**src/ofdm_tx_pkg.sv**
```systemverilog
// 802.11a transmitter front end shared definitions
// Frame constants, the legacy rate table and the L-SIG word layout

`default_nettype none

package ofdm_tx_pkg;

    localparam int MEM_ADDR_W   = 12;
    localparam int MEM_DATA_W   = 64;
    localparam int SIG_BITS     = 24;
    localparam int SERVICE_BITS = 16;
    localparam int TAIL_BITS    = 6;
    localparam int FCS_BITS     = 32;
    localparam int SCRAM_W      = 7;
    localparam int DBPS_W       = 9;
    localparam int LEN_W        = 12;
    localparam int FIFO_DEPTH   = 16;
    localparam int FIFO_AW      = $clog2(FIFO_DEPTH);

    // Convolutional code, K=7, generators in octal
    localparam int ENC_K = 7;
    localparam logic [ENC_K-1:0] ENC_G0 = 7'o133;
    localparam logic [ENC_K-1:0] ENC_G1 = 7'o171;

    // Field sequencer states
    localparam logic [2:0] FLD_SIG     = 3'd0;
    localparam logic [2:0] FLD_SERVICE = 3'd1;
    localparam logic [2:0] FLD_PSDU    = 3'd2;
    localparam logic [2:0] FLD_FCS     = 3'd3;
    localparam logic [2:0] FLD_TAIL    = 3'd4;
    localparam logic [2:0] FLD_PAD     = 3'd5;

    // L-SIG word, sent as raw bits and decoded as fields
    typedef union packed {
        logic [SIG_BITS-1:0] raw;
        struct packed {
            logic [5:0]       tail;
            logic             parity;
            logic [LEN_W-1:0] length;
            logic             reserved;
            logic [3:0]       rate;
        } f;
    } l_sig_u;

    // Data bits per OFDM symbol, unknown codes fall back to 6 Mbps
    function automatic logic [DBPS_W-1:0] n_dbps_of_rate(input logic [3:0] rate);
        case (rate)
            4'b1011: return 9'd24;
            4'b1111: return 9'd36;
            4'b1010: return 9'd48;
            4'b1110: return 9'd72;
            4'b1001: return 9'd96;
            4'b1101: return 9'd144;
            4'b1000: return 9'd192;
            4'b1100: return 9'd216;
            default: return 9'd24;
        endcase
    endfunction

endpackage

`default_nettype wire

```
**src/ofdm_tx_if.sv**
```systemverilog
// Internal streams of the transmitter
// tx_bit_if carries uncoded frame bits, coded_if carries bit pairs

`timescale 1ns/1ps
`default_nettype none

interface tx_bit_if;
    logic data;
    logic valid;
    logic ready;
    logic is_sig;
    logic last;

    modport src (output data, valid, is_sig, last, input ready);
    modport snk (input data, valid, is_sig, last, output ready);
endinterface

interface coded_if;
    logic [1:0] pair;
    logic       valid;
    logic       ready;
    logic       flush;
    logic       last;

    modport src (output pair, valid, flush, last, input ready);
    modport snk (input pair, valid, flush, last, output ready);
endinterface

`default_nettype wire

```
**src/frame_fetch.sv**
```systemverilog
// Frame fetch
// Reads L-SIG and PSDU words from frame memory and serializes them,
// L-SIG first, then the PSDU from word 1 onward, LSB first

`timescale 1ns/1ps
`default_nettype none

module frame_fetch
    import ofdm_tx_pkg::*;
(
    input  logic                  clk,
    input  logic                  reset_int,
    input  logic                  i_start,
    input  logic                  i_done,
    input  logic [MEM_DATA_W-1:0] i_mem_rdata,
    output logic [MEM_ADDR_W-1:0] o_mem_addr,
    output logic                  o_busy,
    output l_sig_u                o_sig,
    tx_bit_if.src                 bits_out
);

    logic                  busy_q;
    logic                  sig_vld;
    logic                  rd_pend;
    logic                  rd_fire;
    logic                  rd_done;
    logic                  last_rd;
    logic                  pre_vld;
    logic [MEM_DATA_W-1:0] pre_q;
    logic [MEM_DATA_W-1:0] word_q;
    logic                  word_vld;
    logic [5:0]            bit_idx;
    logic [4:0]            sig_left;
    logic [LEN_W+2:0]      psdu_left;
    logic [MEM_ADDR_W-1:0] last_addr;
    l_sig_u                rd_sig;
    logic                  in_sig;
    logic                  xfer;
    logic                  psdu_xfer;
    logic                  word_end;
    logic                  load;

    assign rd_sig = i_mem_rdata[SIG_BITS-1:0];

    // Last word holding PSDU bits, FCS bytes are not in memory
    assign last_addr = MEM_ADDR_W'(({1'b0, o_sig.f.length} + 13'd3) >> 3);

    // Memory samples o_mem_addr every cycle, data follows one cycle later
    assign last_rd = sig_vld && o_mem_addr == last_addr;
    assign rd_fire = busy_q && !rd_pend && !pre_vld && !rd_done &&
                     (sig_vld || o_mem_addr == '0);

    assign o_busy = busy_q && !i_done;

    ////////////////////////////////////////
    // Bit stream
    ////////////////////////////////////////
    assign in_sig          = sig_left != '0;
    assign bits_out.valid  = in_sig ? sig_vld : word_vld;
    assign bits_out.data   = in_sig ? o_sig.raw[5'(SIG_BITS) - sig_left] : word_q[bit_idx];
    assign bits_out.is_sig = in_sig;
    assign bits_out.last   = !in_sig && psdu_left == 15'd1;

    assign xfer      = bits_out.valid && bits_out.ready;
    assign psdu_xfer = xfer && !in_sig;
    assign word_end  = bit_idx == 6'd63 || psdu_left == 15'd1;
    // Next word moves in as soon as the current one drains
    assign load      = pre_vld && (!word_vld || (psdu_xfer && word_end));

    always_ff @(posedge clk) begin
        if (reset_int) begin
            busy_q     <= 1'b0;
            sig_vld    <= 1'b0;
            rd_pend    <= 1'b0;
            rd_done    <= 1'b0;
            pre_vld    <= 1'b0;
            word_vld   <= 1'b0;
            o_mem_addr <= '0;
            bit_idx    <= '0;
            sig_left   <= '0;
            psdu_left  <= '0;
        end else if (i_start && !busy_q) begin
            busy_q     <= 1'b1;
            sig_vld    <= 1'b0;
            rd_pend    <= 1'b0;
            rd_done    <= 1'b0;
            pre_vld    <= 1'b0;
            word_vld   <= 1'b0;
            o_mem_addr <= '0;
            bit_idx    <= '0;
            sig_left   <= 5'(SIG_BITS);
            psdu_left  <= '0;
        end else begin
            if (i_done) begin
                busy_q <= 1'b0;
            end
            rd_pend <= rd_fire;
            // Address parks on the last PSDU word once it is read
            if (rd_fire) begin
                if (last_rd) begin
                    rd_done <= 1'b1;
                end else begin
                    o_mem_addr <= o_mem_addr + 1'b1;
                end
            end
            // Word 0 is the L-SIG word, later words go to the prefetch slot
            if (rd_pend && !sig_vld) begin
                sig_vld   <= 1'b1;
                psdu_left <= {rd_sig.f.length, 3'b000} - 15'(FCS_BITS);
            end else if (psdu_xfer) begin
                psdu_left <= psdu_left - 1'b1;
            end
            if (rd_pend && sig_vld) begin
                pre_vld <= 1'b1;
            end else if (load) begin
                pre_vld <= 1'b0;
            end
            if (load) begin
                word_vld <= 1'b1;
                bit_idx  <= '0;
            end else if (psdu_xfer) begin
                bit_idx <= bit_idx + 1'b1;
                if (word_end) begin
                    word_vld <= 1'b0;
                end
            end
            if (xfer && in_sig) begin
                sig_left <= sig_left - 1'b1;
            end
        end
    end

    always_ff @(posedge clk) begin
        if (rd_pend && !sig_vld) begin
            o_sig <= rd_sig;
        end
        if (rd_pend) begin
            pre_q <= i_mem_rdata;
        end
        if (load) begin
            word_q <= pre_q;
        end
    end

    // Reads stop at the last word the L-SIG length needs
    a_addr_bound: assert property (@(posedge clk) disable iff (reset_int)
        sig_vld |-> o_mem_addr <= last_addr)
        else $error("frame_fetch read past last PSDU word");

endmodule

`default_nettype wire

```
**src/crc32_fcs.sv**
```systemverilog
// Bit-serial CRC-32 for the frame check sequence
// Reflected IEEE polynomial, the FCS leaves complemented, x^31 first

`timescale 1ns/1ps
`default_nettype none

module crc32_fcs (
    input  logic clk,
    input  logic reset_int,
    input  logic i_init,
    input  logic i_data_en,
    input  logic i_bit,
    input  logic i_shift_en,
    output logic o_fcs_bit
);

    logic [31:0] crc;
    logic        fb;

    assign fb        = crc[0] ^ i_bit;
    // Reflected register keeps the x^31 coefficient in bit 0
    assign o_fcs_bit = ~crc[0];

    always_ff @(posedge clk) begin
        if (reset_int || i_init) begin
            crc <= '1;
        end else if (i_data_en) begin
            crc <= (crc >> 1) ^ (fb ? 32'hEDB8_8320 : 32'h0);
        end else if (i_shift_en) begin
            crc <= {1'b1, crc[31:1]};
        end
    end

endmodule

`default_nettype wire

```
**src/tx_bit_sequencer.sv**
```systemverilog
// DATA field builder
// Passes L-SIG through, adds SERVICE, FCS, tail and pad around the PSDU
// and scrambles the DATA bits

`timescale 1ns/1ps
`default_nettype none

module tx_bit_sequencer
    import ofdm_tx_pkg::*;
(
    input  logic               clk,
    input  logic               reset_int,
    input  logic [SCRAM_W-1:0] i_scram_seed,
    input  l_sig_u             i_sig,
    tx_bit_if.snk              bits_in,
    coded_if.src               bits_out
);

    logic [2:0]         fld;
    logic [2:0]         fld_nxt;
    logic [4:0]         cnt;
    logic [DBPS_W-1:0]  dbps_cnt;
    logic [DBPS_W-1:0]  n_dbps;
    logic [SCRAM_W-1:0] scram;
    logic               scram_fb;
    logic               raw_bit;
    logic               out_bit;
    logic               pass;
    logic               xfer;
    logic               fld_end;
    logic               sym_end;
    logic               fcs_bit;

    assign n_dbps   = n_dbps_of_rate(i_sig.f.rate);
    assign scram_fb = scram[6] ^ scram[3];
    assign sym_end  = dbps_cnt == n_dbps - 1'b1;

    ////////////////////////////////////////
    // Field select
    ////////////////////////////////////////
    always_comb begin
        raw_bit = 1'b0;
        fld_end = 1'b0;
        fld_nxt = fld;
        case (fld)
            FLD_SIG: begin
                raw_bit = bits_in.data;
                fld_end = cnt == 5'(SIG_BITS - 1);
                fld_nxt = FLD_SERVICE;
            end
            FLD_SERVICE: begin
                fld_end = cnt == 5'(SERVICE_BITS - 1);
                fld_nxt = FLD_PSDU;
            end
            FLD_PSDU: begin
                raw_bit = bits_in.data;
                fld_end = bits_in.last;
                fld_nxt = FLD_FCS;
            end
            FLD_FCS: begin
                raw_bit = fcs_bit;
                fld_end = cnt == 5'(FCS_BITS - 1);
                fld_nxt = FLD_TAIL;
            end
            FLD_TAIL: begin
                fld_end = cnt == 5'(TAIL_BITS - 1);
                // No pad when the tail closes a symbol
                fld_nxt = sym_end ? FLD_SIG : FLD_PAD;
            end
            default: begin
                fld_end = sym_end;
                fld_nxt = FLD_SIG;
            end
        endcase
    end

    // L-SIG and tail go out unscrambled
    assign out_bit = (fld == FLD_SIG || fld == FLD_TAIL) ? raw_bit : raw_bit ^ scram_fb;
    assign pass    = fld == FLD_SIG || fld == FLD_PSDU;

    assign bits_in.ready  = pass && bits_out.ready;
    assign bits_out.valid = pass ? bits_in.valid : 1'b1;
    assign bits_out.pair  = {1'b0, out_bit};
    assign bits_out.flush = cnt == '0 &&
                            ((fld == FLD_SIG && bits_in.is_sig) || fld == FLD_SERVICE);
    assign bits_out.last  = fld_end && fld_nxt == FLD_SIG && fld != FLD_SIG;

    assign xfer = bits_out.valid && bits_out.ready;

    always_ff @(posedge clk) begin
        if (reset_int) begin
            fld      <= FLD_SIG;
            cnt      <= '0;
            dbps_cnt <= '0;
            scram    <= '0;
        end else if (xfer) begin
            cnt <= fld_end ? '0 : cnt + 1'b1;
            if (fld_end) begin
                fld <= fld_nxt;
            end
            if (fld == FLD_SIG) begin
                if (fld_end) begin
                    scram    <= i_scram_seed;
                    dbps_cnt <= '0;
                end
            end else begin
                // Scrambler steps on every DATA bit, tail included
                scram    <= {scram[SCRAM_W-2:0], scram_fb};
                dbps_cnt <= sym_end ? '0 : dbps_cnt + 1'b1;
            end
        end
    end

    crc32_fcs u_crc (
        .clk        (clk),
        .reset_int  (reset_int),
        .i_init     (fld == FLD_SERVICE),
        .i_data_en  (xfer && fld == FLD_PSDU),
        .i_bit      (bits_in.data),
        .i_shift_en (xfer && fld == FLD_FCS),
        .o_fcs_bit  (fcs_bit)
    );

    // An all-zero seed would leave DATA unscrambled
    a_seed_nonzero: assert property (@(posedge clk) disable iff (reset_int)
        (xfer && fld == FLD_SIG && fld_end) |-> i_scram_seed != '0)
        else $error("scrambler seed is zero at SERVICE");

endmodule

`default_nettype wire

```
**src/conv_encoder.sv**
```systemverilog
// Rate-1/2 K=7 convolutional encoder
// One registered pair in flight, the register restarts from zero on flush

`timescale 1ns/1ps
`default_nettype none

module conv_encoder
    import ofdm_tx_pkg::*;
(
    input  logic clk,
    input  logic reset_int,
    coded_if.snk bits_in,
    coded_if.src pairs_out
);

    logic [ENC_K-2:0] sr;
    logic [ENC_K-2:0] sr_eff;
    logic [ENC_K-1:0] taps;
    logic             in_xfer;
    logic             out_vld;
    logic [1:0]       out_pair;
    logic             out_last;

    assign bits_in.ready = !out_vld || pairs_out.ready;
    assign in_xfer       = bits_in.valid && bits_in.ready;

    // Newest bit on the left, six past bits to the right
    assign sr_eff = bits_in.flush ? '0 : sr;
    assign taps   = {bits_in.pair[0], sr_eff};

    always_ff @(posedge clk) begin
        if (reset_int) begin
            sr      <= '0;
            out_vld <= 1'b0;
        end else if (in_xfer) begin
            sr      <= taps[ENC_K-1:1];
            out_vld <= 1'b1;
        end else if (pairs_out.ready) begin
            out_vld <= 1'b0;
        end
    end

    // A from G0 in bit 0, B from G1 in bit 1
    always_ff @(posedge clk) begin
        if (in_xfer) begin
            out_pair <= {^(taps & ENC_G1), ^(taps & ENC_G0)};
            out_last <= bits_in.last;
        end
    end

    assign pairs_out.valid = out_vld;
    assign pairs_out.pair  = out_pair;
    assign pairs_out.last  = out_last;
    assign pairs_out.flush = 1'b0;

endmodule

`default_nettype wire

```
**src/coded_bit_fifo.sv**
```systemverilog
// Coded pair output FIFO
// Drives the valid/ready output stream and pulses done after the last pair

`timescale 1ns/1ps
`default_nettype none

module coded_bit_fifo
    import ofdm_tx_pkg::*;
(
    input  logic       clk,
    input  logic       reset_int,
    input  logic       i_coded_ready,
    coded_if.snk       pairs_in,
    output logic       o_coded_valid,
    output logic [1:0] o_coded_bits,
    output logic       o_done
);

    // Each entry holds {last, pair}
    logic [2:0]       mem [FIFO_DEPTH];
    logic [FIFO_AW:0] wr_ptr;
    logic [FIFO_AW:0] rd_ptr;
    logic [2:0]       head;
    logic             full;
    logic             empty;
    logic             wr_en;
    logic             rd_en;

    assign empty = wr_ptr == rd_ptr;
    assign full  = wr_ptr[FIFO_AW] != rd_ptr[FIFO_AW] &&
                   wr_ptr[FIFO_AW-1:0] == rd_ptr[FIFO_AW-1:0];

    assign pairs_in.ready = !full;
    assign wr_en          = pairs_in.valid && !full;
    assign rd_en          = o_coded_valid && i_coded_ready;

    assign head          = mem[rd_ptr[FIFO_AW-1:0]];
    assign o_coded_valid = !empty;
    assign o_coded_bits  = head[1:0];

    always_ff @(posedge clk) begin
        if (reset_int) begin
            wr_ptr <= '0;
            rd_ptr <= '0;
            o_done <= 1'b0;
        end else begin
            if (wr_en) begin
                wr_ptr <= wr_ptr + 1'b1;
            end
            if (rd_en) begin
                rd_ptr <= rd_ptr + 1'b1;
            end
            o_done <= rd_en && head[2];
        end
    end

    always_ff @(posedge clk) begin
        if (wr_en) begin
            mem[wr_ptr[FIFO_AW-1:0]] <= {pairs_in.last, pairs_in.pair};
        end
    end

    // Pointers stay put while the FIFO is full or empty
    a_no_overflow: assert property (@(posedge clk) disable iff (reset_int)
        full |=> wr_ptr == $past(wr_ptr))
        else $error("coded_bit_fifo write while full");

    a_no_underflow: assert property (@(posedge clk) disable iff (reset_int)
        empty |=> rd_ptr == $past(rd_ptr))
        else $error("coded_bit_fifo read while empty");

endmodule

`default_nettype wire

```
**src/ofdm_tx_top.sv**
```systemverilog
// 802.11a legacy transmitter front end
// Frame memory to rate-1/2 coded bit pairs

`timescale 1ns/1ps
`default_nettype none

module ofdm_tx_top
    import ofdm_tx_pkg::*;
(
    input  logic                  clk,
    input  logic                  reset_int,
    input  logic                  i_start,
    input  logic [SCRAM_W-1:0]    i_scram_seed,
    output logic [MEM_ADDR_W-1:0] o_mem_addr,
    input  logic [MEM_DATA_W-1:0] i_mem_rdata,
    output logic                  o_coded_valid,
    output logic [1:0]            o_coded_bits,
    input  logic                  i_coded_ready,
    output logic                  o_done,
    output logic                  o_busy
);

    l_sig_u sig;

    tx_bit_if frame_bits ();
    coded_if  data_bits ();
    coded_if  coded_pairs ();

    frame_fetch u_fetch (
        .clk         (clk),
        .reset_int   (reset_int),
        .i_start     (i_start),
        .i_done      (o_done),
        .i_mem_rdata (i_mem_rdata),
        .o_mem_addr  (o_mem_addr),
        .o_busy      (o_busy),
        .o_sig       (sig),
        .bits_out    (frame_bits.src)
    );

    tx_bit_sequencer u_seq (
        .clk          (clk),
        .reset_int    (reset_int),
        .i_scram_seed (i_scram_seed),
        .i_sig        (sig),
        .bits_in      (frame_bits.snk),
        .bits_out     (data_bits.src)
    );

    conv_encoder u_enc (
        .clk       (clk),
        .reset_int (reset_int),
        .bits_in   (data_bits.snk),
        .pairs_out (coded_pairs.src)
    );

    coded_bit_fifo u_fifo (
        .clk           (clk),
        .reset_int     (reset_int),
        .i_coded_ready (i_coded_ready),
        .pairs_in      (coded_pairs.snk),
        .o_coded_valid (o_coded_valid),
        .o_coded_bits  (o_coded_bits),
        .o_done        (o_done)
    );

endmodule

`default_nettype wire

```
**config.mk**
```make
export PLATFORM = sky130hd
export DESIGN_NAME = ofdm_tx_top
export DESIGN_NICKNAME = d
export VERILOG_FILES = /design/src/ofdm_tx_pkg.sv /design/src/ofdm_tx_if.sv /design/src/frame_fetch.sv /design/src/crc32_fcs.sv /design/src/tx_bit_sequencer.sv /design/src/conv_encoder.sv /design/src/coded_bit_fifo.sv /design/src/ofdm_tx_top.sv
export SDC_FILE = /design/constraint.sdc
export NUM_CORES = 1
export LEC_CHECK = 0
export BUFFER_PORTS_ARGS = -buffer_cell sky130_fd_sc_hd__clkbuf_2
export CORE_ASPECT_RATIO = 1.2
export CORE_MARGIN = 2
export CORE_UTILIZATION = 44
export CTS_BUF_LIST = sky130_fd_sc_hd__clkbuf_4
export DETAILED_ROUTE_END_ITERATION = 8
export GPL_TIMING_DRIVEN = 0
export PLACE_DENSITY = 0.72
export SYNTH_ARGS = -nofsm -noshare
export SYNTH_HDL_FRONTEND = slang
export SYNTH_SLANG_ARGS = --single-unit
```
**constraint.sdc**
```tcl
create_clock -name clk -period 3.89 [get_ports clk]
set_input_delay 0.389 -clock clk [delete_from_list [all_inputs] [get_ports clk]]
set_output_delay 0.389 -clock clk [all_outputs]
set_load 0.01 [all_outputs]
```
## After elaboration in Yosys (flattened, before gate mapping)

Memory sizes are Yosys's and may differ from the RTL's. A register that Yosys moved wholly into a read port is not among the register bits.
Index checks and enable logic that the tools add are counted.
Widths: inputs -> output; s select.

| word-level totals | value |
|---|---|
| register bits | 273 |
| memory bits (writable) | 48 |
| memory bits (read-only) | 96 |
| input port bits | 75 |
| output and inout port bits | 17 |
| word-level logic and storage cells | 174 |
| memories | 2 |

Memories:

| memory | words | bits a word | rd ports | clocked after memory_dff | wr ports | line | source |
|---|---|---|---|---|---|---|---|
| (name not given) | 16 | 6 | 1 | 1 | 0 | ofdm_tx_pkg.sv:47 | `case (rate)` |
| u_fifo.mem | 16 | 3 | 1 | 1 | 1 | coded_bit_fifo.sv:20 | `logic [2:0] mem [FIFO_DEPTH];` |

| cells by class | value |
|---|---|
| $add $sub $neg | 12 |
| magnitude comparators | 2 |
| eq/ne operators | 17 |
| multiplexer cells | 40 |
| bitwise operators | 6 |
| reductions and logical operators | 69 |

Operators with widths:

| cell | number |
|---|---|
| $mux 32 | 3 |
| $xor 31x32->32 | 1 |
| $mux 15 | 2 |
| $logic_and 1x1->1 | 27 |
| $mux 9 | 3 |
| $mux 1 | 17 |
| $add 5x1->5 const B | 3 |
| $eq 15x1->1 const B | 1 |
| $mux 5 | 3 |
| $pmux 3 s5 | 1 |
| $sub 15x1->15 const B | 1 |
| $sub 15x6->15 const B | 1 |
| $mux 7 | 2 |
| $reduce_bool 2->1 | 7 |
| $reduce_xor 7->1 | 2 |
| $add 12x2->13 const B | 1 |
| $add 12x1->12 const B | 1 |
| $eq 12x10->1 | 1 |
| $logic_not 12->1 | 1 |
| $mux 4 | 3 |
| $logic_not 1->1 | 11 |
| $eq 5x5->1 const B | 2 |
| $reduce_and 2->1 | 5 |
| $add 9x1->9 const B | 1 |
| other kinds (33) | 46 |

## Longest topological paths before layout

| logic depth | value |
|---|---|
| depth after elaboration | 12 |
| gate-level depth with buffers | 14 |
| gate-level depth less buffers | 11 |

## Cells and area by module

A second synthesis with hierarchy kept.

| unflattened totals | value |
|---|---|
| cell total of the unflattened synthesis | 1166 |
| area total of the unflattened synthesis | 14448.9 um2 |

By module, submodules not included:

| module | times used | cells an instance | area each (um2) | seq. area each (um2) |
|---|---|---|---|---|
| frame_fetch | 1 | 542 | 7956.4 | 5445.2 |
| coded_bit_fifo | 1 | 176 | 2805.2 | 1741.7 |
| tx_bit_sequencer | 1 | 262 | 1909.3 | 480.5 |
| crc32_fcs | 1 | 144 | 1353.8 | 640.6 |
| conv_encoder | 1 | 42 | 424.2 | 230.2 |

## Least setup slack after synthesis

Ideal clock, no wire load.

| path | value |
|---|---|
| kind | reg2reg |
| start point | register u_fetch.rd_pend |
| end point | register u_seq.n_dbps[5] (netlist name) |
| setup time | 0.130 ns |
| arrival | 3.874 ns |
| required time | 3.760 ns |
| slack | -0.113 ns |
| stages on the path, launching flop included | 10 |
| path buffers | 1 |
| period minus slack after synthesis | 4.003 ns |
| cell sequence | dfxtp_1 -> nand2b_1 -> inv_1 -> clkbuf_1 -> nand2_1 -> nand2_1 -> inv_1 -> ha_1 -> mux2i_1 -> nor2_1 |

| on the way | value |
|---|---|
| longest elaborated chain between the ends | 2 |

RTL lines:

| what | line | source |
|---|---|---|
| start: declaration | frame_fetch.sv:24 | `logic rd_pend;` |
| start signal: assignment | frame_fetch.sv:97 | `rd_pend <= rd_fire;` |
| $logic_and 1x1->1 | frame_fetch.sv:134 | `if (rd_pend && !sig_vld) begin` |
| $mux 4 (no source line) | - |  |

Every way passes these cells.
A chain may end at the register's enable or synchronous reset.

## Worst setup path in the final report

| path | value |
|---|---|
| start point | register u_fetch.sig_left[0] |
| end point | register u_enc.out_pair[1], in the netlist u_enc.pairs_out.pair[1] (data pin) |

| on the way | value |
|---|---|
| longest elaborated chain between the ends | 8 |

RTL lines:

| what | line | source |
|---|---|---|
| start: declaration | frame_fetch.sv:33 | `logic [4:0] sig_left;` |
| start signal: assignment | frame_fetch.sv:91 | `sig_left <= 5'(SIG_BITS);` |
| start signal: assignment | frame_fetch.sv:128 | `sig_left <= sig_left - 1'b1;` |
| $sub 5x5->5 | frame_fetch.sv:60 | `assign bits_out.data = in_sig ? o_sig.raw[5'(SIG_BITS) - sig_left] : word_q[bit_idx];` |
| $bmux 1 s5 | frame_fetch.sv:60 |  |
| $mux 1 (implied by the code) | frame_fetch.sv:60 |  |
| $mux 1 | frame_fetch.sv:60 |  |
| $pmux 1 s2 | tx_bit_sequencer.sv:45 | `case (fld)` |
| $xor 1x1->1 | tx_bit_sequencer.sv:78 | `assign out_bit = (fld == FLD_SIG \|\| fld == FLD_TAIL) ? raw_bit : raw_bit ^ scram_fb;` |
| $mux 1 | tx_bit_sequencer.sv:78 |  |
| $reduce_xor 7->1 * | conv_encoder.sv:46 | `out_pair <= {^(taps & ENC_G1), ^(taps & ENC_G0)};` |
| end signal: assignment | conv_encoder.sv:46 |  |
| end: declaration | conv_encoder.sv:21 | `logic [1:0] out_pair;` |

Mark *: on every way between the ends. The rest lies on a longest branch, timed or not. The select of a mux whose other input is x is not followed.

==> results.md <==
- Outcome: completed
- CTS tree: done
- Util after Layout: around 54%
- Vias: approximately 9700
- Worst R2R End: u_enc.pairs_out.pair[1]
- Post-CTS Repair Setup Buffers: 0
- Vias in the first global route: roughly 9800
- Hold Path Origin: i_scram_seed[0]
- DP HPWL: around 20 mm
- Post-synth ARST share: 0%
- Core area: approximately 31000 um2
- GPL Wtd Cong: around 0.85
- Max-Cap Viols: 0
- Tot GR Track Use: about 18%
- ANT nets after route: 0
- CP Launch Type: register
- Crit path DAT: 4.10 ns
- Power density over the cells: between 400 and 500 nW/um2
- Initial antenna violation count: 3
- CTS H-tree depth: 3
- Post-Syn Area: 14100 um2
- Worst Hold Path Cells: 5
- CTS root buf: clkbuf_4
- DR WL/cell: 16.3 um
- Drt initial violations: 700
- Final Setup Violations: 0
- Most common flop cell mapped by yosys: edfxtp_1
- Synth Instances: approximately 1100
- CP Launch Point: u_fetch.sig_left[0]
- Slew Limit Headroom: slightly below 40%
- Clock transition at path regs: approximately 0.07 ns
- Leak pwr: 0.00614 uW
- CP Class: register to register
- Die height: between 200 and 250 um
- Worst-Skew Late Latency: 0.73 ns
- Synth unique cells: 74
- Final period utilization: between 90 and 100%
- Num CTS Buffers: 80
- RSZ-0062 raised after global routing: false
- Area delta synth->final: 20.0%
- Post-placement setup slack: around 0.049 ns
- Peak supply drop: 0.434 mV
- F_max: 276 MHz
- Min-Delay Path Class: input port to register
- DIE AREA: 33500 um2
- TNS Setup: 0 ns
- First-pass GRT wire length: between 40 and 50 mm
- Warnings, synthesis: 0
- Row cnt: 71
- Nets: 1476
- Post-Layout Inst Area: between 15000 and 20000 um2
- Number of synthesized flops with an enable pin: 203
- TritonCTS sink count: 331
- DRT Pass-1 Iters: 5
- FF+latch count, synth: 331
- Placed Area: 15100 um2
- Fraction of final layout cells with drive strength greater than 1: approximately a fifth
- Syn Nets: 1232
- Post-route minimum period: about 3.6 ns
- Hold Violations, Final: 0
- Filler cells: roughly 2700
- Initial core utilization: 44.8%
- End of the worst hold path: u_seq.scram[0]
- Sequential cell area fraction in the yosys report: roughly three fifths
- Crit Reg-Reg Startpoint: u_fetch.sig_left[0]
- Worst Max-Slew Pin Slew: approximately 0.9 ns
- Setup crit end kind: register
- Critical Path RT: between 4 and 5 ns
- Final Hold Slack: 0.0374 ns
- Clk_skew: around 0.055 ns
- Die Width: around 170 um
- Fin. max-slew vios: 0
- DR DRC count: 0
- Vias per inst: between 5 and 6
- Setup WS post-layout: 0.262 ns
- Final wirelength: 30.3 mm
- IO buf count: 91
- Crit path max fanout: 10
- FF-to-FF path depth: 12
- FF-to-FF setup slack: between 0.2 and 0.3 ns
- Grt ovf: 0
- I/O pins: between 90 and 100
- Largest net degree at the start of global routing: between 60 and 70
- CTS max path bufs: 3
- Syn avg cell area: around 12 um2
-- registers in the layout (all words and copies together), names as in the netlist, 6 cells and up, named ones only --
name,count
u_enc.sr,6
u_fetch.bit_idx,6
u_fetch.o_mem_addr,12
u_fetch.o_sig,24
u_fetch.pre_q,64
u_fetch.psdu_left,15
u_fetch.word_q,64
u_fifo.mem,48
u_seq.dbps_cnt,9
u_seq.n_dbps,6
u_seq.scram,7
u_seq.u_crc.crc,32
-- cell usage in the layout (no fill, tap or decap), types with 6 or more instances in the layout --
cell type	count
or3_1	9
and3_1	9
xor2_1	47
or4_1	8
clkbuf_1	30
nor3_1	25
nand2_1	112
inv_1	29
dlygate4sd3_1	70
buf_2	14
a311oi_1	7
clkbuf_2	92
mux2i_1	18
nand2b_1	16
a21oi_1	46
nor2_1	109
dfxtp_1	127
nand4_1	18
a211oi_1	9
o21ai_0	22
clkbuf_4	112
clkinv_1	24
nand3_1	48
xnor2_1	38
o211ai_1	17
clkinv_2	6
o31ai_1	8
ha_1	18
edfxtp_1	203
diode_2	7
mux4_2	31
-- cell usage after synthesis, types with 4 or more instances --
cell type  count  area share [%]
edfxtp_1     203              43
dfxtp_1      128              18
nand2_1      112             3.0
nor2_1       109             2.9
nand3_1       48             1.7
xor2_1        47             2.9
a21oi_1       46             1.6
xnor2_1       38             2.4
clkbuf_1      31            0.83
mux4_2        31             5.0
inv_1         29            0.77
nor3_1        25            0.89
o21ai_0       22            0.78
ha_1          18             1.6
mux2i_1       18             1.3
nand4_1       18            0.80
o211ai_1      17            0.91
nand2b_1      16            0.71
buf_2         14            0.50
a211oi_1       9            0.48
and3_1         9            0.40
or3_1          9            0.40
o31ai_1        8            0.43
or4_1          8            0.43
a311oi_1       7            0.43
and2_1         6            0.27
nor4_1         6            0.27
a31oi_1        5            0.22
mux4_1         5            0.93
nor2b_1        5            0.22
nor3b_1        5            0.27
o22ai_1        5            0.22
a211o_1        4            0.25
buf_1          4            0.11
buf_6          4            0.32
nor4b_1        4            0.25
o21a_1         4            0.21
o21ai_1        4            0.14
-- layer usage --
| layer | global-route usage, % | routed length, um | up-vias |
|---|---|---|---|
| met5 | 0 | 0 | - |
| met1 | 20.4 | 12200 | 4652 |
| met3 | 3.49 | 1230 | 64 |
| li1 | - | - | 4769 |
| met2 | 34.3 | 16100 | 219 |
| met4 | 7.09 | 713 | 0 |
-- what timing repair did --
action / 4_1_cts / 5_1_grt
setup endpoints to repair: 0 / 6
gates resized for setup: 0 / 2
hold buffers: 70 / 0
hold endpoints to repair: 95 / 0
-- final cells by class --
cell class                      instances  area (um2)  area share, %
Sequential cell                       331        8660           51.2
Multi-Input combinational cell        722        5070           30.0
Timing Repair Buffer                  162        1180           6.95
Clock buffer                          112         841           4.97
Tap cell                              401         502           2.97
Buffer                                 56         270           1.60
Clock inverter                         37         265           1.57
Inverter                               30         113          0.666
Antenna cell                            7        17.5          0.104
-- kinds of logic (layout without fill, tap and decap cells) --
family	Yosys count	in the layout	share of synthesized area, %
simple gates	399	399	13.7
flops	331	331	61.4
compound gates	165	165	8.04
buf+inv	86	397	2.71
xor+xnor	85	85	5.28
mux	55	55	7.24
fa+ha+maj	18	18	1.60
other cells	0	7	0
-- power by group --
part	internal, uW	switching (uW)
Clock	1620	1400
Combinational	168	200
Sequential	3760	46.6
-- critical path, cell delays in order, from the launching register on --
cell and delay (ns):
dfxtp_1 0.45, buf_6 0.22, inv_1 0.08, ha_1 0.27, clkbuf_1 0.39, mux4_1 0.44
nor2b_1 0.17, o22a_1 0.17, a211oi_1 0.40, o22ai_1 0.24, mux2i_1 0.25, nand2_1 0.15
xnor2_1 0.15
-- how the worst max path moves through the flow --
| stage | end | slack, ns |
|---|---|---|
| after global placement | u_fetch.bit_idx[3] | -1.16 |
| after detailed placement | u_fetch.bit_idx[0] | 0.05 |
| after CTS | u_fetch.bit_idx[3] | 0.04 |
| after global routing | u_enc.pairs_out.pair[0] | 0.07 |
| final | u_enc.pairs_out.pair[1] | 0.26 |
| after floorplan | u_fetch.bit_idx[0] | 0.08 |
-- metrics by stage --
step,power (uW),cells
after floorplan,4070,1139
after global placement,4180,1631
after detailed placement,4190,1632
after CTS,7260,1851
after global routing,7490,1858
final,7190,1858
No activity file was read; power rests on OpenSTA's default activity.
